==> src/hw/sat_pkg.sv <==
package sat_pkg;

    // clauses, variables and levels per bin
    localparam int NUM_SLOTS_DEF = 8;

    localparam int BIN_ID_W = 10;

    // every table is 512 deep
    localparam int ADDR_W = 9;

    localparam int VAR_STATE_W = 19;

    // {owning bin id, has-backtrack flag}
    localparam int LVL_STATE_W = 11;

    // level n sits at address n
    localparam int LVL_W = ADDR_W;

    // widest table word
    localparam int FILL_W = 19;

    typedef enum logic [2:0] {
        IDLE,
        FETCH,
        SEEK,
        LEVELS,
        DRAIN,
        DONE
    } load_state_e;

    typedef enum logic [1:0] {
        T_CLAUSE,
        T_VAR,
        T_VSTATE,
        T_LSTATE
    } table_sel_e;

endpackage

==> src/hw/bin_mem_if.sv <==
`timescale 1ns/1ps

interface bin_mem_if #(
    parameter int NUM_SLOTS = sat_pkg::NUM_SLOTS_DEF
);
    import sat_pkg::*;

    logic [ADDR_W-1:0]      clause_addr;
    logic [2*NUM_SLOTS-1:0] clause_data;
    logic [ADDR_W-1:0]      var_addr;
    logic [ADDR_W-1:0]      var_data;
    logic [ADDR_W-1:0]      vstate_addr;
    logic [VAR_STATE_W-1:0] vstate_data;
    logic [ADDR_W-1:0]      lstate_addr;
    logic [LVL_STATE_W-1:0] lstate_data;

    modport loader (
        output clause_addr, var_addr, vstate_addr, lstate_addr,
        input  clause_data, var_data, vstate_data, lstate_data
    );

    modport store (
        input  clause_addr, var_addr, vstate_addr, lstate_addr,
        output clause_data, var_data, vstate_data, lstate_data
    );

endinterface

==> src/hw/slot_scatter.sv <==
`timescale 1ns/1ps

module slot_scatter #(
    parameter int WIDTH     = 8,
    parameter int NUM_SLOTS = sat_pkg::NUM_SLOTS_DEF
) (
    input  logic                         clk,
    input  logic                         rst,
    input  logic [NUM_SLOTS-1:0]         wr_i,
    input  logic [WIDTH-1:0]             data_i,
    output logic [WIDTH*NUM_SLOTS-1:0]   data_o
);

    // slot i lives at bits [i*WIDTH +: WIDTH]
    always_ff @(posedge clk)
    begin
        if (!rst)
        begin
            data_o <= '0;
        end
        else
        begin
            for (int i = 0; i < NUM_SLOTS; i++)
            begin
                if (wr_i[i])
                begin
                    data_o[i*WIDTH +: WIDTH] <= data_i;
                end
            end
        end
    end

endmodule

==> src/hw/load_bin.sv <==
`timescale 1ns/1ps

module load_bin #(
    parameter int NUM_SLOTS = sat_pkg::NUM_SLOTS_DEF
) (
    input  logic                                       clk,
    input  logic                                       rst,
    input  logic                                       start_i,
    input  logic [sat_pkg::BIN_ID_W-1:0]               bin_id_i,
    input  logic [sat_pkg::LVL_W-1:0]                  cur_lvl_i,
    output logic                                       busy_o,
    output logic                                       done_o,
    output logic [sat_pkg::LVL_W-1:0]                  base_lvl_o,
    output logic                                       base_lvl_valid_o,
    output logic [2*NUM_SLOTS*NUM_SLOTS-1:0]           clauses_o,
    output logic [sat_pkg::VAR_STATE_W*NUM_SLOTS-1:0]  var_states_o,
    output logic [sat_pkg::LVL_STATE_W*NUM_SLOTS-1:0]  lvl_states_o,
    bin_mem_if.loader                                  mem
);
    import sat_pkg::*;

    localparam int CLAUSE_W = 2 * NUM_SLOTS;
    localparam int CNT_W    = $clog2(NUM_SLOTS) + 1;

    load_state_e            state;
    load_state_e            state_n;
    logic [CNT_W-1:0]       cnt;
    logic                   accept;
    logic [BIN_ID_W-1:0]    bin_q;
    logic [ADDR_W-1:0]      base_addr;
    logic [LVL_W-1:0]       seek_addr;
    logic [LVL_W-1:0]       chk_addr;
    logic                   chk_v;
    logic                   mismatch;
    logic                   seek_end;
    logic                   fetch_kick;
    logic                   fetch_d1;
    logic                   fetch_d2;
    logic                   lvl_kick;
    logic                   lvl_d1;
    logic [NUM_SLOTS-1:0]   wr_c;
    logic [NUM_SLOTS-1:0]   wr_v;
    logic [NUM_SLOTS-1:0]   wr_l;
    logic [CLAUSE_W-1:0]    clause_q;
    logic [VAR_STATE_W-1:0] vstate_q;
    logic [LVL_STATE_W-1:0] lstate_q;

    assign accept = (state == IDLE) && start_i;
    assign busy_o = (state != IDLE) && (state != DONE);
    assign done_o = (state == DONE);

    // entry one cycle behind its address, bin id in the upper bits
    assign mismatch = mem.lstate_data[LVL_STATE_W-1:1] != bin_q;
    assign seek_end = (state == SEEK) && chk_v && (mismatch || chk_addr == '0);

    always_comb
    begin
        state_n = state;
        case (state)
            IDLE:   if (start_i) state_n = FETCH;
            FETCH:  if (cnt == CNT_W'(NUM_SLOTS - 1)) state_n = SEEK;
            SEEK:   if (seek_end) state_n = LEVELS;
            LEVELS: if (cnt == CNT_W'(NUM_SLOTS - 1)) state_n = DRAIN;
            DRAIN:  if (cnt == CNT_W'(2)) state_n = DONE;
            default: state_n = IDLE;
        endcase
    end

    // counter restarts on every state change
    always_ff @(posedge clk)
    begin
        if (!rst)
        begin
            state <= IDLE;
            cnt   <= '0;
        end
        else
        begin
            state <= state_n;
            cnt   <= (state_n != state) ? '0 : cnt + 1'b1;
        end
    end

    // request latch and downward level walk
    always_ff @(posedge clk)
    begin
        if (accept)
        begin
            bin_q     <= bin_id_i;
            base_addr <= ADDR_W'(bin_id_i * NUM_SLOTS);
            seek_addr <= cur_lvl_i;
        end
        else if (state == SEEK)
        begin
            seek_addr <= seek_addr - 1'b1;
        end
        chk_addr <= seek_addr;
        clause_q <= mem.clause_data;
        vstate_q <= mem.vstate_data;
        lstate_q <= mem.lstate_data;
    end

    always_ff @(posedge clk)
    begin
        if (!rst)
        begin
            chk_v            <= 1'b0;
            base_lvl_o       <= '0;
            base_lvl_valid_o <= 1'b0;
        end
        else
        begin
            chk_v <= (state == SEEK);
            if (accept)
            begin
                base_lvl_valid_o <= 1'b0;
            end
            else if (seek_end)
            begin
                // a break just above the last match, or the run reached level 0
                base_lvl_o       <= mismatch ? chk_addr + 1'b1 : '0;
                base_lvl_valid_o <= 1'b1;
            end
        end
    end

    assign mem.clause_addr = base_addr + ADDR_W'(cnt);
    assign mem.var_addr    = base_addr + ADDR_W'(cnt);
    assign mem.vstate_addr = mem.var_data;
    assign mem.lstate_addr = (state == LEVELS) ? base_lvl_o + LVL_W'(cnt) : seek_addr;

    assign fetch_kick = (state == FETCH) && (cnt == '0);
    assign lvl_kick   = (state == LEVELS) && (cnt == '0);

    // clause and level slots land 2 cycles after the address, var states 3
    always_ff @(posedge clk)
    begin
        if (!rst)
        begin
            fetch_d1 <= 1'b0;
            fetch_d2 <= 1'b0;
            lvl_d1   <= 1'b0;
            wr_c     <= '0;
            wr_v     <= '0;
            wr_l     <= '0;
        end
        else
        begin
            fetch_d1 <= fetch_kick;
            fetch_d2 <= fetch_d1;
            lvl_d1   <= lvl_kick;
            wr_c     <= {wr_c[NUM_SLOTS-2:0], fetch_d1};
            wr_v     <= {wr_v[NUM_SLOTS-2:0], fetch_d2};
            wr_l     <= {wr_l[NUM_SLOTS-2:0], lvl_d1};
        end
    end

    slot_scatter #(.WIDTH(CLAUSE_W), .NUM_SLOTS(NUM_SLOTS)) clause_slots_i (
        .clk(clk), .rst(rst), .wr_i(wr_c), .data_i(clause_q), .data_o(clauses_o)
    );

    slot_scatter #(.WIDTH(VAR_STATE_W), .NUM_SLOTS(NUM_SLOTS)) vstate_slots_i (
        .clk(clk), .rst(rst), .wr_i(wr_v), .data_i(vstate_q), .data_o(var_states_o)
    );

    slot_scatter #(.WIDTH(LVL_STATE_W), .NUM_SLOTS(NUM_SLOTS)) lstate_slots_i (
        .clk(clk), .rst(rst), .wr_i(wr_l), .data_i(lstate_q), .data_o(lvl_states_o)
    );

endmodule

==> src/flat_wrapper.sv <==
// flat-port wrapper written by rule: the top's interface ports become plain ports
module load_bin_flat import sat_pkg::*;
#(
    parameter int NUM_SLOTS = sat_pkg::NUM_SLOTS_DEF
)
  (clk, rst, start_i, bin_id_i, cur_lvl_i, busy_o, done_o, base_lvl_o, base_lvl_valid_o, clauses_o, var_states_o, lvl_states_o, mem_clause_addr, mem_var_addr, mem_vstate_addr, mem_lstate_addr, mem_clause_data, mem_var_data, mem_vstate_data, mem_lstate_data);
  bin_mem_if #(.NUM_SLOTS(NUM_SLOTS)) mem_i ();
  input  logic clk;
  input  logic rst;
  input  logic start_i;
  input  logic [sat_pkg::BIN_ID_W-1:0] bin_id_i;
  input  logic [sat_pkg::LVL_W-1:0] cur_lvl_i;
  output logic busy_o;
  output logic done_o;
  output logic [sat_pkg::LVL_W-1:0] base_lvl_o;
  output logic base_lvl_valid_o;
  output logic [2*NUM_SLOTS*NUM_SLOTS-1:0] clauses_o;
  output logic [sat_pkg::VAR_STATE_W*NUM_SLOTS-1:0] var_states_o;
  output logic [sat_pkg::LVL_STATE_W*NUM_SLOTS-1:0] lvl_states_o;
  output wire logic [$bits(mem_i.clause_addr)-1:0] mem_clause_addr;
  output wire logic [$bits(mem_i.var_addr)-1:0] mem_var_addr;
  output wire logic [$bits(mem_i.vstate_addr)-1:0] mem_vstate_addr;
  output wire logic [$bits(mem_i.lstate_addr)-1:0] mem_lstate_addr;
  input wire logic [$bits(mem_i.clause_data)-1:0] mem_clause_data;
  input wire logic [$bits(mem_i.var_data)-1:0] mem_var_data;
  input wire logic [$bits(mem_i.vstate_data)-1:0] mem_vstate_data;
  input wire logic [$bits(mem_i.lstate_data)-1:0] mem_lstate_data;
  assign mem_clause_addr = mem_i.clause_addr;
  assign mem_var_addr = mem_i.var_addr;
  assign mem_vstate_addr = mem_i.vstate_addr;
  assign mem_lstate_addr = mem_i.lstate_addr;
  assign mem_i.clause_data = mem_clause_data;
  assign mem_i.var_data = mem_var_data;
  assign mem_i.vstate_data = mem_vstate_data;
  assign mem_i.lstate_data = mem_lstate_data;
  load_bin #(.NUM_SLOTS(NUM_SLOTS)) u_core (.clk(clk), .rst(rst), .start_i(start_i), .bin_id_i(bin_id_i), .cur_lvl_i(cur_lvl_i), .busy_o(busy_o), .done_o(done_o), .base_lvl_o(base_lvl_o), .base_lvl_valid_o(base_lvl_valid_o), .clauses_o(clauses_o), .var_states_o(var_states_o), .lvl_states_o(lvl_states_o), .mem(mem_i));
endmodule
==> config.mk <==
export PLATFORM = sky130hd
export DESIGN_NAME = load_bin_flat
export DESIGN_NICKNAME = d
export VERILOG_FILES = /design/src/hw/sat_pkg.sv /design/src/hw/bin_mem_if.sv /design/src/hw/slot_scatter.sv /design/src/hw/load_bin.sv /design/src/flat_wrapper.sv
export SDC_FILE = /design/constraint.sdc
export NUM_CORES = 1
export LEC_CHECK = 0
export ABC_AREA = 0
export ABC_CLOCK_PERIOD_IN_PS = 3200
export BUFFER_PORTS_ARGS = -buffer_cell sky130_fd_sc_hd__clkbuf_2
export CORE_AREA = 2 2 190 192
export DETAILED_ROUTE_END_ITERATION = 7
export DIE_AREA = 0 0 192 194
export PLACE_DENSITY = 0.74
export SETUP_SLACK_MARGIN = 0.1
export SYNTH_ARGS = -nofsm -noshare
export SYNTH_HDL_FRONTEND = slang
export SYNTH_SLANG_ARGS = --single-unit
==> constraint.sdc <==
create_clock -name clk -period 3.2 [get_ports clk]
set_input_delay 0.32 -clock clk [delete_from_list [all_inputs] [get_ports clk]]
set_output_delay 0.32 -clock clk [all_outputs]
set_load 0.05 [all_outputs]
==> results.cfg <==
[outcome]
status = complete, no violations

[timing]
finalCriticalPeriod_ns = 2.92
hold_ws_ns = 0.0260
period_share_pct = 91.3
grt_setup_unrepaired = false
fin_skew_ns = 0.0265
maxSlewViolCount = 0
setup_tns_ns = 0
relSlewSlack_pct = 36.5
fmax_mhz = 342
report.final.setup_viol = 0
hold_violations = 0
worst_pin_slew_ns = 0.953
worst_slack_ns = 0.278

[global_routing]
grt_pass1_wl_um = 71800
grt_use_total_pct = 24.7
antenna_found_initial = 1
grt_pass1_vias = 12600
grt_max_degree = 106
grt_overflow = 0

[synthesis]
synth_top_area_share_pct = 54.4
synthesis.area_um2 = 16900
syn_inst = 1583
synth_edf_count = 19
synth.top_cells.by_area = dfxtp_1, mux2i_1, nor2_1, edfxtp_1, clkbuf_1
synth.avg_cell_area_um2 = 10.7
ys_ff_latch = 479
ys_types = 43
async_reset_ff_share_pct = 0
ys_seq_area_share_pct = 57.8
synth-main-ff-cell = dfxtp_1
synth_nets = 1673
yosys.area.top_type = dfxtp_1
ys_warn_count = 0

[detailed_routing]
ant_nets = 0
route.detailed.drc = 0
drt_first_pass_iters = 5
vias = 12700
wirelength_um = 47500
wl_per_cell_um = 18.8
via_per_inst = 5.03
drtIter0Drc = 581

[power]
power.net_switching_mw = 2.82
finalPower_mw = 12.6
switching_share_pct = 22.4
internal-power_mw = 9.79
clkPwrFrac_pct = 46.0
p_seq_share_pct = 49.5
max-vdd-ir-drop_uv = 526
power_frac_comb_pct = 4.5
power_density_nw_per_um2 = 583
p_leak_nw = 8.90

[placement]
dp_slack_ns = 0.736
dp_hpwl_um = 32500
port_buffers = 474
place.gp.congestion = 0.858

[critical_path]
arrival_ns = 2.60
cp_max_fo = 7
start_kind = flop
required_ns = 2.88
cp-end-kind = primary output
r2r_slack_ns = 1.16
crit_type = reg -> out

[clock_tree]
numCtsBuffers = 48
cts-root-buf = clkbuf_16
cts_tree = yes
htreeDepth = 2
clk_latency_ns = 0.58
cts_setup_buffers = 0
cts_max_path_buffers = 3
clk_pin_slew_worst_paths_ns = 0.06
clock_sinks = 479

[floorplanning]
core_um2 = 35200
die_h_um = 194
die_w_um = 192
ios = 493
rows = 69
die-area_um2 = 37200
start_util_pct = 48.0

[run]
drv_cap = 0

[cells_and_area]
n_antenna_cell = 0
final_layout_size_suffix_gt1_share_pct = 28.5
final_nets = 2122
area_delta_synth_final_pct = 28.0
nFillCells = 2865

[min_path]
hp-class = in -> reg
==> final cells by class <==
type	instances	area, um2	share of cell area [%]
flip-flops and latches	479	9790	45.2
well taps	461	577	2.66
repair buffers	557	3180	14.7
multi-input cells	934	6390	29.5
inverters	12	52.6	0.243
clock buffers	73	1520	7.02
clock inverters	13	144	0.665
==> metal layers <==
metal	share of wire, %	track usage, %
met5	0	0
met1	41	29.6
met4	4.1	10.8
met3	7.2	6.79
met2	48	41.4
==> synth_stat cells, types with 14 or more instances <==
cell and n:
and2_1 20, buf_1 34, buf_2 25, buf_4 21
clkbuf_1 78, dfxtp_1 460, edfxtp_1 19, mux2i_1 368
nand2_1 29, nor2_1 384, o21ai_0 16, xnor2_1 14
xor2_1 21
==> cell families (layout without fill, tap and decap cells) <==
| group | count (synthesis) | count (layout) | synth area share (%) |
|---|---|---|---|
| buf+inv | 170 | 655 | 4.42 |
| fa+ha+maj | 13 | 13 | 1.01 |
| compound gates | 44 | 44 | 1.77 |
| mux | 369 | 369 | 21.8 |
| xor+xnor | 35 | 35 | 1.81 |
| simple gates | 473 | 473 | 11.4 |
| flops | 479 | 479 | 57.8 |
==> path summary, 6_finish.rpt <==
path	start	endpoint	depth (start not counted)
worst max-delay path	u_core.cnt[0]$_SDFF_PP0_	mem_lstate_addr[8]	9
worst min-delay path	cur_lvl_i[8]	u_core.seek_addr[8]$_DFFE_PP_	3
worst max register to register	u_core.bin_q[3]$_DFFE_PP_	u_core.cnt[1]$_SDFF_PP0_	6
worst min register to register	u_core.lvl_d1$_SDFF_PN0_	u_core.wr_l[0]$_SDFF_PN0_	1
==> state kept, by name, summed over array words and instances, names as in the netlist, 9 cells and up <==
register	cells
u_core.clause_q	16
u_core.clause_slots_i.data_o	128
u_core.lstate_slots_i.data_o	88
u_core.vstate_q	19
u_core.vstate_slots_i.data_o	152
u_core.base_lvl_o	9
u_core.chk_addr	9
u_core.bin_q	10
u_core.lstate_q	11
u_core.seek_addr	9
==> power by group through the flow <==
stage	Combinational, mW	Clock, mW	Sequential, mW
3_5_place_dp	0.508	0	6.37
2_1_floorplan	0.392	0	6.33
5_1_grt	0.613	6.14	6.25
6_report	0.569	5.81	6.24
4_1_cts	0.568	5.90	6.24
3_3_place_gp	0.503	0	6.37
==> placed cells by master, fill, tap and decap left out, types with 4 or more instances in the layout <==
cell type / instances
clkbuf_2: 472
dfxtp_1: 451
clkbuf_16: 51
inv_1: 11
nand3_1: 12
clkbuf_1: 6
mux2i_1: 368
ha_1: 12
nor2b_1: 4
nand2_1: 29
nor3_1: 4
edfxtp_1: 19
nor2_1: 384
clkbuf_8: 16
nor4_1: 4
and2_1: 20
a21oi_1: 4
dlygate4sd3_1: 60
dfxtp_2: 9
clkinv_2: 9
buf_4: 21
o32ai_1: 9
xor2_1: 21
o21ai_0: 13
xnor2_1: 14
==> metrics by stage <==
| step | util, % | area, um2 | std cells |
|---|---|---|---|
| 4_1_cts | 61.4 | 21600 | 2529 |
| 5_1_grt | 61.5 | 21700 | 2529 |
| 3_5_place_dp | 55.0 | 19400 | 2383 |
| 2_1_floorplan | - | 16900 | 1583 |
| 6_report | 61.5 | 21700 | 2529 |
| 3_3_place_gp | 55.0 | 19400 | 2383 |
==> critical path, cell delays in order (launching register included) <==
cell	delay (ns)
dfxtp_2	0.39
ha_1	0.19
inv_1	0.06
fa_1	0.40
nor2b_1	0.13
o21ai_0	0.13
a21oi_1	0.21
xnor2_1	0.09
o21ai_1	0.16
clkbuf_4	0.26
==> repair_timing <==
action / in CTS / in global routing
hold buffers: 60 / 0
endpoints found under the setup margin: 0 / 3
hold endpoints to repair: 60 / 0
resized for setup: 0 / 6
No activity file was read; power rests on OpenSTA's default activity.
